### src/hw/mips_pkg.sv
// shared widths, opcodes, function codes and alu selects for the mips core
package mips_pkg;

   // data word: register values, immediates, alu results
   typedef logic [31:0] word_t;
   // word address into instruction or data memory
   typedef logic [29:0] inst_addr_t;
   // register number
   typedef logic [4:0]  reg_addr_t;
   // alu operation select
   typedef logic [3:0]  alu_sel_t;

   // alu operations
   localparam alu_sel_t alu_add = 4'd0;
   localparam alu_sel_t alu_sub = 4'd1;
   localparam alu_sel_t alu_and = 4'd2;
   localparam alu_sel_t alu_or  = 4'd3;
   localparam alu_sel_t alu_xor = 4'd4;
   localparam alu_sel_t alu_sll = 4'd5;
   localparam alu_sel_t alu_srl = 4'd6;
   localparam alu_sel_t alu_sra = 4'd7;

   // primary opcodes, bits 31:26
   localparam logic [5:0] op_rtype = 6'h00;
   localparam logic [5:0] op_addiu = 6'h09;
   localparam logic [5:0] op_andi  = 6'h0c;
   localparam logic [5:0] op_ori   = 6'h0d;
   localparam logic [5:0] op_xori  = 6'h0e;
   localparam logic [5:0] op_lw    = 6'h23;
   localparam logic [5:0] op_sw    = 6'h2b;

   // function codes for op_rtype, bits 5:0
   localparam logic [5:0] fn_sll     = 6'h00;
   localparam logic [5:0] fn_srl     = 6'h02;
   localparam logic [5:0] fn_sra     = 6'h03;
   localparam logic [5:0] fn_syscall = 6'h0c;
   localparam logic [5:0] fn_add     = 6'h20;
   localparam logic [5:0] fn_addu    = 6'h21;
   localparam logic [5:0] fn_sub     = 6'h22;
   localparam logic [5:0] fn_subu    = 6'h23;
   localparam logic [5:0] fn_and     = 6'h24;
   localparam logic [5:0] fn_or      = 6'h25;
   localparam logic [5:0] fn_xor     = 6'h26;

   // destination for instructions that write nothing
   localparam reg_addr_t reg_zero = 5'd0;

endpackage
### src/hw/mips_core.sv
// mips_core: five stage integer pipeline top level
// wires fetch, decode, register file, execute and memory/writeback together
`timescale 1ns/10ps

module mips_core #(
   // reset value of the pc, byte address
   parameter mips_pkg::word_t text_start = 32'h0040_0000
) (
   input  logic                 clk,
   input  logic                 rst_b,
   output mips_pkg::inst_addr_t imem_addr,
   input  mips_pkg::word_t      imem_data,
   output mips_pkg::inst_addr_t dmem_addr,
   output mips_pkg::word_t      dmem_wdata,
   output logic                 dmem_we,
   input  mips_pkg::word_t      dmem_rdata,
   output logic                 halted
);

   // fetch to decode
   mips_pkg::word_t     id_inst;
   logic                id_valid;
   logic                stop_fetch;

   // register file read side
   mips_pkg::reg_addr_t rs_num;
   mips_pkg::reg_addr_t rt_num;
   mips_pkg::word_t     rs_data;
   mips_pkg::word_t     rt_data;

   // decode to execute
   mips_pkg::word_t     ex_op1;
   mips_pkg::word_t     ex_rt_data;
   mips_pkg::word_t     ex_imm;
   mips_pkg::alu_sel_t  ex_alu_sel;
   logic                ex_use_imm;
   logic                ex_load;
   logic                ex_store;
   logic                ex_we;
   logic                ex_stop;
   mips_pkg::reg_addr_t ex_dest;

   // execute to memory
   mips_pkg::word_t     mem_result;
   mips_pkg::word_t     mem_store_data;
   logic                mem_load;
   logic                mem_store;
   logic                mem_we;
   logic                mem_stop;
   mips_pkg::reg_addr_t mem_dest;

   // writeback into the register file
   logic                wb_we;
   mips_pkg::reg_addr_t wb_addr;
   mips_pkg::word_t     wb_data;

   fetch_stage #(
      .text_start (text_start)
   ) u_fetch (
      .clk        (clk),
      .rst_b      (rst_b),
      .stop_fetch (stop_fetch),
      .imem_addr  (imem_addr),
      .imem_data  (imem_data),
      .id_inst    (id_inst),
      .id_valid   (id_valid)
   );

   decode_stage u_decode (
      .clk        (clk),
      .rst_b      (rst_b),
      .id_inst    (id_inst),
      .id_valid   (id_valid),
      .rs_data    (rs_data),
      .rt_data    (rt_data),
      .rs_num     (rs_num),
      .rt_num     (rt_num),
      .stop_fetch (stop_fetch),
      .ex_op1     (ex_op1),
      .ex_rt_data (ex_rt_data),
      .ex_imm     (ex_imm),
      .ex_alu_sel (ex_alu_sel),
      .ex_use_imm (ex_use_imm),
      .ex_load    (ex_load),
      .ex_store   (ex_store),
      .ex_we      (ex_we),
      .ex_stop    (ex_stop),
      .ex_dest    (ex_dest)
   );

   regfile u_regfile (
      .clk     (clk),
      .rst_b   (rst_b),
      .rs_num  (rs_num),
      .rt_num  (rt_num),
      .wb_we   (wb_we),
      .wb_addr (wb_addr),
      .wb_data (wb_data),
      .rs_data (rs_data),
      .rt_data (rt_data)
   );

   execute_stage u_execute (
      .clk            (clk),
      .rst_b          (rst_b),
      .ex_op1         (ex_op1),
      .ex_rt_data     (ex_rt_data),
      .ex_imm         (ex_imm),
      .ex_alu_sel     (ex_alu_sel),
      .ex_use_imm     (ex_use_imm),
      .ex_load        (ex_load),
      .ex_store       (ex_store),
      .ex_we          (ex_we),
      .ex_stop        (ex_stop),
      .ex_dest        (ex_dest),
      .mem_result     (mem_result),
      .mem_store_data (mem_store_data),
      .mem_load       (mem_load),
      .mem_store      (mem_store),
      .mem_we         (mem_we),
      .mem_stop       (mem_stop),
      .mem_dest       (mem_dest)
   );

   mem_wb_stage u_mem_wb (
      .clk            (clk),
      .rst_b          (rst_b),
      .mem_result     (mem_result),
      .mem_store_data (mem_store_data),
      .mem_load       (mem_load),
      .mem_store      (mem_store),
      .mem_we         (mem_we),
      .mem_stop       (mem_stop),
      .mem_dest       (mem_dest),
      .dmem_rdata     (dmem_rdata),
      .dmem_addr      (dmem_addr),
      .dmem_wdata     (dmem_wdata),
      .dmem_we        (dmem_we),
      .wb_we          (wb_we),
      .wb_addr        (wb_addr),
      .wb_data        (wb_data),
      .halted         (halted)
   );

endmodule

### src/hw/mem_wb_stage.sv
// mem_wb_stage: data memory access, memory/writeback register,
// writeback data select and the sticky halted flag
`timescale 1ns/10ps

module mem_wb_stage (
   input  logic                 clk,
   input  logic                 rst_b,
   input  mips_pkg::word_t      mem_result,
   input  mips_pkg::word_t      mem_store_data,
   input  logic                 mem_load,
   input  logic                 mem_store,
   input  logic                 mem_we,
   input  logic                 mem_stop,
   input  mips_pkg::reg_addr_t  mem_dest,
   input  mips_pkg::word_t      dmem_rdata,
   output mips_pkg::inst_addr_t dmem_addr,
   output mips_pkg::word_t      dmem_wdata,
   output logic                 dmem_we,
   output logic                 wb_we,
   output mips_pkg::reg_addr_t  wb_addr,
   output mips_pkg::word_t      wb_data,
   output logic                 halted
);

   // byte address to word address
   assign dmem_addr  = mem_result[31:2];
   assign dmem_wdata = mem_store_data;
   assign dmem_we    = mem_store;

   always_ff @(posedge clk or negedge rst_b) begin
      if (!rst_b) begin
         wb_we  <= 1'b0;
         halted <= 1'b0;
      end else begin
         wb_we <= mem_we;
         // held until the next reset
         if (mem_stop)
            halted <= 1'b1;
      end
   end

   // read data comes back in the same cycle as the address
   always_ff @(posedge clk) begin
      wb_addr <= mem_dest;
      wb_data <= mem_load ? dmem_rdata : mem_result;
   end

endmodule

### src/hw/execute_stage.sv
// execute_stage: second operand select, alu and the execute/memory register
`timescale 1ns/10ps

module execute_stage (
   input  logic                clk,
   input  logic                rst_b,
   input  mips_pkg::word_t     ex_op1,
   input  mips_pkg::word_t     ex_rt_data,
   input  mips_pkg::word_t     ex_imm,
   input  mips_pkg::alu_sel_t  ex_alu_sel,
   input  logic                ex_use_imm,
   input  logic                ex_load,
   input  logic                ex_store,
   input  logic                ex_we,
   input  logic                ex_stop,
   input  mips_pkg::reg_addr_t ex_dest,
   output mips_pkg::word_t     mem_result,
   output mips_pkg::word_t     mem_store_data,
   output logic                mem_load,
   output logic                mem_store,
   output logic                mem_we,
   output logic                mem_stop,
   output mips_pkg::reg_addr_t mem_dest
);

   mips_pkg::word_t op2;
   mips_pkg::word_t alu_result;

   // immediate ops, loads and stores use the extended immediate
   assign op2 = ex_use_imm ? ex_imm : ex_rt_data;

   alu u_alu (
      .op1     (ex_op1),
      .op2     (op2),
      .alu_sel (ex_alu_sel),
      .result  (alu_result)
   );

   always_ff @(posedge clk or negedge rst_b) begin
      if (!rst_b) begin
         mem_load  <= 1'b0;
         mem_store <= 1'b0;
         mem_we    <= 1'b0;
         mem_stop  <= 1'b0;
      end else begin
         mem_load  <= ex_load;
         mem_store <= ex_store;
         mem_we    <= ex_we;
         mem_stop  <= ex_stop;
      end
   end

   // result doubles as the byte address for lw and sw
   always_ff @(posedge clk) begin
      mem_result     <= alu_result;
      mem_store_data <= ex_rt_data;
      mem_dest       <= ex_dest;
   end

endmodule

### src/hw/decode_stage.sv
// decode_stage: field split, control decode, immediate extension
// and the decode/execute pipeline register
`timescale 1ns/10ps

module decode_stage (
   input  logic                clk,
   input  logic                rst_b,
   input  mips_pkg::word_t     id_inst,
   input  logic                id_valid,
   input  mips_pkg::word_t     rs_data,
   input  mips_pkg::word_t     rt_data,
   output mips_pkg::reg_addr_t rs_num,
   output mips_pkg::reg_addr_t rt_num,
   output logic                stop_fetch,
   output mips_pkg::word_t     ex_op1,
   output mips_pkg::word_t     ex_rt_data,
   output mips_pkg::word_t     ex_imm,
   output mips_pkg::alu_sel_t  ex_alu_sel,
   output logic                ex_use_imm,
   output logic                ex_load,
   output logic                ex_store,
   output logic                ex_we,
   output logic                ex_stop,
   output mips_pkg::reg_addr_t ex_dest
);

   logic [5:0]          opcode;
   logic [5:0]          funct;
   logic [4:0]          shamt;
   logic [15:0]         imm16;
   mips_pkg::reg_addr_t rd_num;
   mips_pkg::alu_sel_t  alu_sel;
   logic                use_imm;
   logic                is_load;
   logic                is_store;
   logic                writes;
   logic                stop;
   logic                zero_ext;
   logic                is_shift;
   mips_pkg::word_t     imm_ext;
   mips_pkg::word_t     op1;
   mips_pkg::reg_addr_t dest;

   // instruction fields
   assign opcode = id_inst[31:26];
   assign rs_num = id_inst[25:21];
   assign rt_num = id_inst[20:16];
   assign rd_num = id_inst[15:11];
   assign shamt  = id_inst[10:6];
   assign funct  = id_inst[5:0];
   assign imm16  = id_inst[15:0];

   assign is_shift = (opcode == mips_pkg::op_rtype) &&
                     (funct == mips_pkg::fn_sll || funct == mips_pkg::fn_srl ||
                      funct == mips_pkg::fn_sra);

   always_comb begin
      alu_sel  = mips_pkg::alu_add;
      use_imm  = 1'b1;
      is_load  = 1'b0;
      is_store = 1'b0;
      writes   = 1'b1;
      stop     = 1'b0;
      zero_ext = 1'b0;
      case (opcode)
         mips_pkg::op_rtype: begin
            use_imm = 1'b0;
            case (funct)
               // add traps nothing here, same as addu
               mips_pkg::fn_add, mips_pkg::fn_addu: alu_sel = mips_pkg::alu_add;
               mips_pkg::fn_sub, mips_pkg::fn_subu: alu_sel = mips_pkg::alu_sub;
               mips_pkg::fn_and:     alu_sel = mips_pkg::alu_and;
               mips_pkg::fn_or:      alu_sel = mips_pkg::alu_or;
               mips_pkg::fn_xor:     alu_sel = mips_pkg::alu_xor;
               mips_pkg::fn_sll:     alu_sel = mips_pkg::alu_sll;
               mips_pkg::fn_srl:     alu_sel = mips_pkg::alu_srl;
               mips_pkg::fn_sra:     alu_sel = mips_pkg::alu_sra;
               mips_pkg::fn_syscall: stop = 1'b1;
               // reserved function code halts like syscall
               default:              stop = 1'b1;
            endcase
         end
         mips_pkg::op_addiu: alu_sel = mips_pkg::alu_add;
         mips_pkg::op_andi: begin
            alu_sel  = mips_pkg::alu_and;
            zero_ext = 1'b1;
         end
         mips_pkg::op_ori: begin
            alu_sel  = mips_pkg::alu_or;
            zero_ext = 1'b1;
         end
         mips_pkg::op_xori: begin
            alu_sel  = mips_pkg::alu_xor;
            zero_ext = 1'b1;
         end
         // address = rs + sign extended offset
         mips_pkg::op_lw: is_load = 1'b1;
         mips_pkg::op_sw: is_store = 1'b1;
         default: stop = 1'b1;
      endcase
      if (stop || is_store)
         writes = 1'b0;
   end

   // sign extension for addiu and offsets, zero for logic immediates
   assign imm_ext = zero_ext ? {16'h0000, imm16} : {{16{imm16[15]}}, imm16};

   // shifts take the shift amount as the first operand
   assign op1 = is_shift ? {27'd0, shamt} : rs_data;

   // rd for register ops, rt for immediates and loads
   assign dest = !writes                         ? mips_pkg::reg_zero :
                 (opcode == mips_pkg::op_rtype) ? rd_num : rt_num;

   assign stop_fetch = id_valid & stop;

   // controls are cleared for a bubble
   always_ff @(posedge clk or negedge rst_b) begin
      if (!rst_b) begin
         ex_load  <= 1'b0;
         ex_store <= 1'b0;
         ex_we    <= 1'b0;
         ex_stop  <= 1'b0;
      end else begin
         ex_load  <= id_valid & is_load;
         ex_store <= id_valid & is_store;
         ex_we    <= id_valid & writes;
         ex_stop  <= id_valid & stop;
      end
   end

   always_ff @(posedge clk) begin
      ex_op1     <= op1;
      ex_rt_data <= rt_data;
      ex_imm     <= imm_ext;
      ex_alu_sel <= alu_sel;
      ex_use_imm <= use_imm;
      ex_dest    <= dest;
   end

endmodule

### src/hw/fetch_stage.sv
// fetch_stage: pc register and fetch/decode pipeline register
// freezes for good once decode asks fetch to stop
`timescale 1ns/10ps

module fetch_stage #(
   parameter mips_pkg::word_t text_start = 32'h0040_0000
) (
   input  logic                 clk,
   input  logic                 rst_b,
   input  logic                 stop_fetch,
   output mips_pkg::inst_addr_t imem_addr,
   input  mips_pkg::word_t      imem_data,
   output mips_pkg::word_t      id_inst,
   output logic                 id_valid
);

   // pc kept as a word address
   mips_pkg::inst_addr_t pc;
   // sticky, set by the first stop request
   logic                 stopped;
   logic                 freeze;

   assign freeze    = stop_fetch | stopped;
   assign imem_addr = pc;

   always_ff @(posedge clk or negedge rst_b) begin
      if (!rst_b) begin
         pc       <= text_start[31:2];
         stopped  <= 1'b0;
         id_valid <= 1'b0;
      end else begin
         if (stop_fetch)
            stopped <= 1'b1;
         if (!freeze)
            pc <= pc + 30'd1;
         // a bubble replaces the instruction behind the stopper
         id_valid <= ~freeze;
      end
   end

   // instruction word, qualified by id_valid
   always_ff @(posedge clk) begin
      id_inst <= imem_data;
   end

endmodule

### src/hw/regfile.sv
// regfile: 32 x 32 register file, two reads, one write
// r0 reads zero, a same cycle write passes through to the reads
`timescale 1ns/10ps

module regfile (
   input  logic                clk,
   input  logic                rst_b,
   input  mips_pkg::reg_addr_t rs_num,
   input  mips_pkg::reg_addr_t rt_num,
   input  logic                wb_we,
   input  mips_pkg::reg_addr_t wb_addr,
   input  mips_pkg::word_t     wb_data,
   output mips_pkg::word_t     rs_data,
   output mips_pkg::word_t     rt_data
);

   mips_pkg::word_t regs [32];
   logic            do_write;

   // writes to r0 dropped so it stays zero
   assign do_write = wb_we && (wb_addr != mips_pkg::reg_zero);

   always_ff @(posedge clk or negedge rst_b) begin
      if (!rst_b) begin
         for (int i = 0; i < 32; i++) begin
            regs[i] <= '0;
         end
      end else if (do_write) begin
         regs[wb_addr] <= wb_data;
      end
   end

   // bypass the value being written this cycle
   assign rs_data = (do_write && wb_addr == rs_num) ? wb_data : regs[rs_num];
   assign rt_data = (do_write && wb_addr == rt_num) ? wb_data : regs[rt_num];

endmodule

### src/hw/alu.sv
// alu: add, subtract, logic ops and the three shifts
`timescale 1ns/10ps

module alu (
   input  mips_pkg::word_t    op1,
   input  mips_pkg::word_t    op2,
   input  mips_pkg::alu_sel_t alu_sel,
   output mips_pkg::word_t    result
);

   // shift distance from the low five bits of op1
   logic [4:0] shift_amt;

   assign shift_amt = op1[4:0];

   always_comb begin
      case (alu_sel)
         mips_pkg::alu_add: result = op1 + op2;
         mips_pkg::alu_sub: result = op1 - op2;
         mips_pkg::alu_and: result = op1 & op2;
         mips_pkg::alu_or:  result = op1 | op2;
         mips_pkg::alu_xor: result = op1 ^ op2;
         mips_pkg::alu_sll: result = op2 << shift_amt;
         mips_pkg::alu_srl: result = op2 >> shift_amt;
         // arithmetic, sign bit copied in
         mips_pkg::alu_sra: result = $signed(op2) >>> shift_amt;
         default:           result = op1 + op2;
      endcase
   end

endmodule

### config.mk
export PLATFORM = sky130hd
export DESIGN_NAME = mips_core
export DESIGN_NICKNAME = d
export VERILOG_FILES = /design/src/hw/mips_pkg.sv /design/src/hw/mips_core.sv /design/src/hw/mem_wb_stage.sv /design/src/hw/execute_stage.sv /design/src/hw/decode_stage.sv /design/src/hw/fetch_stage.sv /design/src/hw/regfile.sv /design/src/hw/alu.sv
export SDC_FILE = /design/constraint.sdc
export NUM_CORES = 2
export LEC_CHECK = 0
export BUFFER_PORTS_ARGS = -buffer_cell sky130_fd_sc_hd__buf_2
export CELL_PAD_IN_SITES_DETAIL_PLACEMENT = 1
export CELL_PAD_IN_SITES_GLOBAL_PLACEMENT = 2
export CORE_MARGIN = 5
export CORE_UTILIZATION = 42
export CTS_BUF_LIST = sky130_fd_sc_hd__clkbuf_16
export DETAILED_ROUTE_END_ITERATION = 12
export PLACE_DENSITY = 0.8
export SLEW_MARGIN = 10
export SYNTH_ARGS = -nofsm -noshare
export SYNTH_HDL_FRONTEND = slang
export SYNTH_SLANG_ARGS = --single-unit
### constraint.sdc
create_clock -name clk -period 4.1 [get_ports clk]
set_input_delay 0 -clock clk [delete_from_list [all_inputs] [get_ports clk]]
set_output_delay 0 -clock clk [all_outputs]
set_load 0.005 [all_outputs]
==> results.py <==
metrics = {
    "detailed_routing": {
        "via_count": 48400,
        "drc": 0,
        "wl_per_cell_um": 33.6,
        "drt-initial-drc-count": 4215,
        "detail-route-antenna-nets": 0,
        "routed_via_density": 6.39,
        "routed_wl_mm": 254,
        "dr.pass1.iters": 6,
    },
    "sta": {
        "finalHoldViolations": 0,
        "fin_ws_ns": 0.0775,
        "finalCritPeriodShare_pct": 98.1,
        "setup_viol": 0,
        "max_slew_margin_pct": 19.7,
        "maxSlewViolCount": 0,
        "period_minus_slack_ns": 4.02,
        "rsz0062_at_grt": "yes",
        "fmax_ghz": 0.249,
        "finalClockSkew_ns": 0.0358,
        "tightestPinTransition_ns": 1.20,
    },
    "worst_setup_path": {
        "crit_required_ns": 4.80,
        "crit_path_start": "u_decode.ex_use_imm",
        "max_stage_delay_ns": 0.38,
        "critPathCaptureType": "flip-flop",
        "worstPathMaxFanout": 5,
        "worstSetupPathType": "reg -> reg",
        "start_kind": "flip-flop",
        "crit_slowest_cell": "dfxtp_4",
        "rrSetupSlack_ns": 0.08,
        "crit_family": "compound AO/OA/AOI/OAI gates",
        "cp.buffers_inverters": 2,
        "arrival_ns": 4.72,
        "r2r-start": "u_decode.ex_use_imm",
        "path_cells": "mux2_2, inv_1, ha_1, and2_4, o2111ai_2, o31a_1, nand2b_4, buf_4, xnor2_1, ha_1, a21oi_2, o21bai_1, a21oi_2, o21ai_0, a21oi_1, a21boi_2, or3_1, a31o_1",
        "r2r.worst_path.cells": 18,
        "timing.rr.end": "u_execute.mem_result[29]",
    },
    "finish": {
        "syn_to_final_growth_pct": 15.1,
        "nFillCells": 16300,
        "regArea_um2": 31300,
        "post-route-util_pct": 48.6,
        "drive_gt1_share_pct": 47.3,
        "layout.nets": 5408,
        "multi_input_area_um2": 37200,
    },
    "power_and_ir_drop": {
        "power_density_nw_per_um2": 352,
        "switching_share_pct": 26.0,
        "ir_worst_vdd_mv": 0.476,
        "p_switching_mw": 7.42,
        "p_leak_nw": 36.9,
        "p_comb_share_pct": 7.7,
        "p_int_mw": 21.2,
        "clkPwrFrac_pct": 45.7,
        "power_frac_seq_pct": 46.6,
    },
    "floorplan": {
        "die_w_um": 420,
        "initial_core_util_pct": 42.2,
        "placementRows": 150,
        "die_h_um": 420,
        "dieArea_um2": 176000,
        "ioPinCount": 160,
        "core_area_um2": 167000,
    },
    "clock_network": {
        "ctsRootBufferMaster": "clkbuf_16",
        "insertion_delay_ns": 0.82,
        "clockBufferDepth": 3,
        "path_clk_slew_ns": 0.07,
        "cts_sinks": 1294,
        "cts-buffers-inserted": 146,
        "htree_levels": 4,
        "cts_tree": "built",
    },
    "placement": {
        "dp_slack_ns": -0.210,
        "io_buffer_count": 159,
        "gp_congestion": 0.952,
        "hpwl_mm": 163,
    },
    "synth": {
        "synth_top_flop_cell": "dfrtp_1",
        "synth_edf_count": 0,
        "ys_types": 89,
        "synth-seq-cells": 1294,
        "yosysTopAreaCellShare_pct": 37.8,
        "seq_area_frac_synth_pct": 44.3,
        "synth_area_leaders": "dfrtp_1 38%, mux4_2 22%, mux2_2 17%",
        "ys_async_sr_fraction_pct": 82.4,
        "syn-num-nets": 5222,
        "synth_top_area_cell": "dfrtp_1",
        "yosys-top-cells-count": "1065 x dfrtp_1, 1053 x mux2_2, 675 x mux4_2, 360 x clkbuf_1, 228 x dfxtp_1",
        "yosysWarnings": 0,
        "synth.avg_cell_area_um2": 13.9,
        "netlist_instances": 5058,
        "syn_area_um2": 70500,
        "yosysMostFrequentCell": "dfrtp_1",
    },
    "min_path": {
        "hold_start": "dmem_rdata[30]",
        "hold_end": "u_mem_wb.wb_data[30]",
        "hold_path_depth": 3,
        "hold_class": "in -> reg",
    },
    "grt": {
        "grt.total_usage_pct": 28.9,
        "overflow": 0,
        "grt_pass1_vias": 51600,
        "grt_max_degree": 121,
        "grt_pass1_wl_mm": 372,
        "antenna_found_initial": 8,
    },
    "outcome": {
        "status": "finished clean",
    },
    "job": {
        "maxCapViolCount": 0,
    },
}
-- layer usage --
layer	vias to the layer above	GRT usage (%)	wire length (µm)
met5	-	0	56
met4	10	11.8	11700
met3	585	5.22	16000
met2	1867	47.7	124000
met1	26300	37.9	102000
li1	19600	-	-
-- power groups by stage --
stage / Combinational, mW / Clock, mW / Sequential, mW
6_report: 2.20 / 13.1 / 13.3
2_1_floorplan: 1.32 / 0 / 13.2
3_3_place_gp: 2.06 / 0 / 13.5
5_1_grt: 2.35 / 13.8 / 13.3
3_5_place_dp: 2.08 / 0 / 13.5
4_1_cts: 2.18 / 13.3 / 13.3
-- sequential cells by signal, indices dropped and copies added, names as in the netlist, 17 cells and up --
register,cells
u_execute.mem_store_data,32
u_decode.ex_rt_data,32
u_decode.ex_op1,32
u_decode.ex_imm,17
u_mem_wb.wb_data,32
u_execute.mem_result,32
u_regfile.regs,1024
u_fetch.id_inst,32
u_fetch.imem_addr,30
-- how the worst max path moves through the flow --
stage / endpoint / slack [ns] / cells after the start
finish: u_execute.mem_result[29] / 0.08 / 18
CTS: u_execute.mem_result[29] / 0.003 / 15
detailed placement: u_execute.mem_result[31] / -0.21 / 17
global route: u_execute.mem_result[30] / -0.09 / 19
global placement: u_execute.mem_result[31] / -0.17 / 17
floorplan: u_execute.mem_result[29] / 0.01 / 20
-- layout by cell type (no fill, tap or decap), types with 18 or more instances in the layout --
master and n:
a21oi_1 98, dlygate4sd3_1 114, ha_1 95, a21o_1 21, inv_2 22, o21ai_0 133, inv_1 96, dfrtp_1 1064
nand4_1 22, buf_4 243, o211ai_1 23, mux4_2 675, nor2_4 18, xnor2_1 75, dfxtp_1 209, a211oi_1 43
xor2_1 19, clkinv_2 24, buf_2 158, nor3_1 23, nor2_1 172, nand3_1 34, mux2_2 1053, buf_12 50
clkinv_1 20, mux2i_1 150, nand2_1 187, clkbuf_16 153
-- timing repair --
action / CTS / global route
buffers inserted: 2 / 9
pin swaps: 10 / 13
resized for setup: 9 / 38
hold buffers: 115 / 0
setup endpoints to repair: 3 / 13
endpoints found under the hold margin: 996 / 0
-- worst reg2reg max path: stages, from the launching register on --
cell and delay (ns):
dfxtp_4 0.38, mux2_2 0.36, inv_1 0.09, ha_1 0.19, and2_4 0.17, o2111ai_2 0.17
o31a_1 0.36, nand2b_4 0.18, buf_4 0.16, xnor2_1 0.12, ha_1 0.36, a21oi_2 0.18
o21bai_1 0.09, a21oi_2 0.16, o21ai_0 0.12, a21oi_1 0.20, a21boi_2 0.09, or3_1 0.31
a31o_1 0.21
-- cell type report --
type                            count  area share (%)
Multi-Input combinational cell   3150            45.9
Sequential cell                  1294            38.6
Timing Repair Buffer              570            5.96
Clock buffer                      153            4.72
Tap cell                         2204            3.40
Clock inverter                    114            1.08
Inverter                           82           0.379
Antenna cell                        5          0.0154
-- metrics by stage --
stage / power, mW / setup TNS, ns / hold WS [ns] / area [µm²] / cells
after floorplan: 14.6 / 0 / -0.296 / 70500 / 5058
after global placement: 15.6 / -0.321 / 0.102 / 74900 / 7174
after detailed placement: 15.6 / -0.380 / 0.104 / 74900 / 7174
after CTS: 28.8 / 0 / 0.00490 / 80900 / 7558
after global routing: 29.5 / -0.316 / 0.0390 / 81100 / 7567
final: 28.6 / 0 / 0.0397 / 81100 / 7572
-- cells by family (layout without fill, tap and decap cells) --
| group | count (synthesis) | count (layout) | share of synthesized area [%] |
|---|---|---|---|
| buffers and inverters | 614 | 919 | 3.57 |
| AND/OR/NAND/NOR | 572 | 572 | 3.67 |
| other | 0 | 5 | 0 |
| XOR/XNOR | 94 | 94 | 1.17 |
| flip-flops | 1294 | 1294 | 44.3 |
| multiplexers | 1899 | 1899 | 41.0 |
| adder cells (fa/ha/maj) | 98 | 98 | 1.75 |
| AO/OA/AOI/OAI | 487 | 487 | 4.48 |
Note: power is estimated with default switching activity, not from simulation.
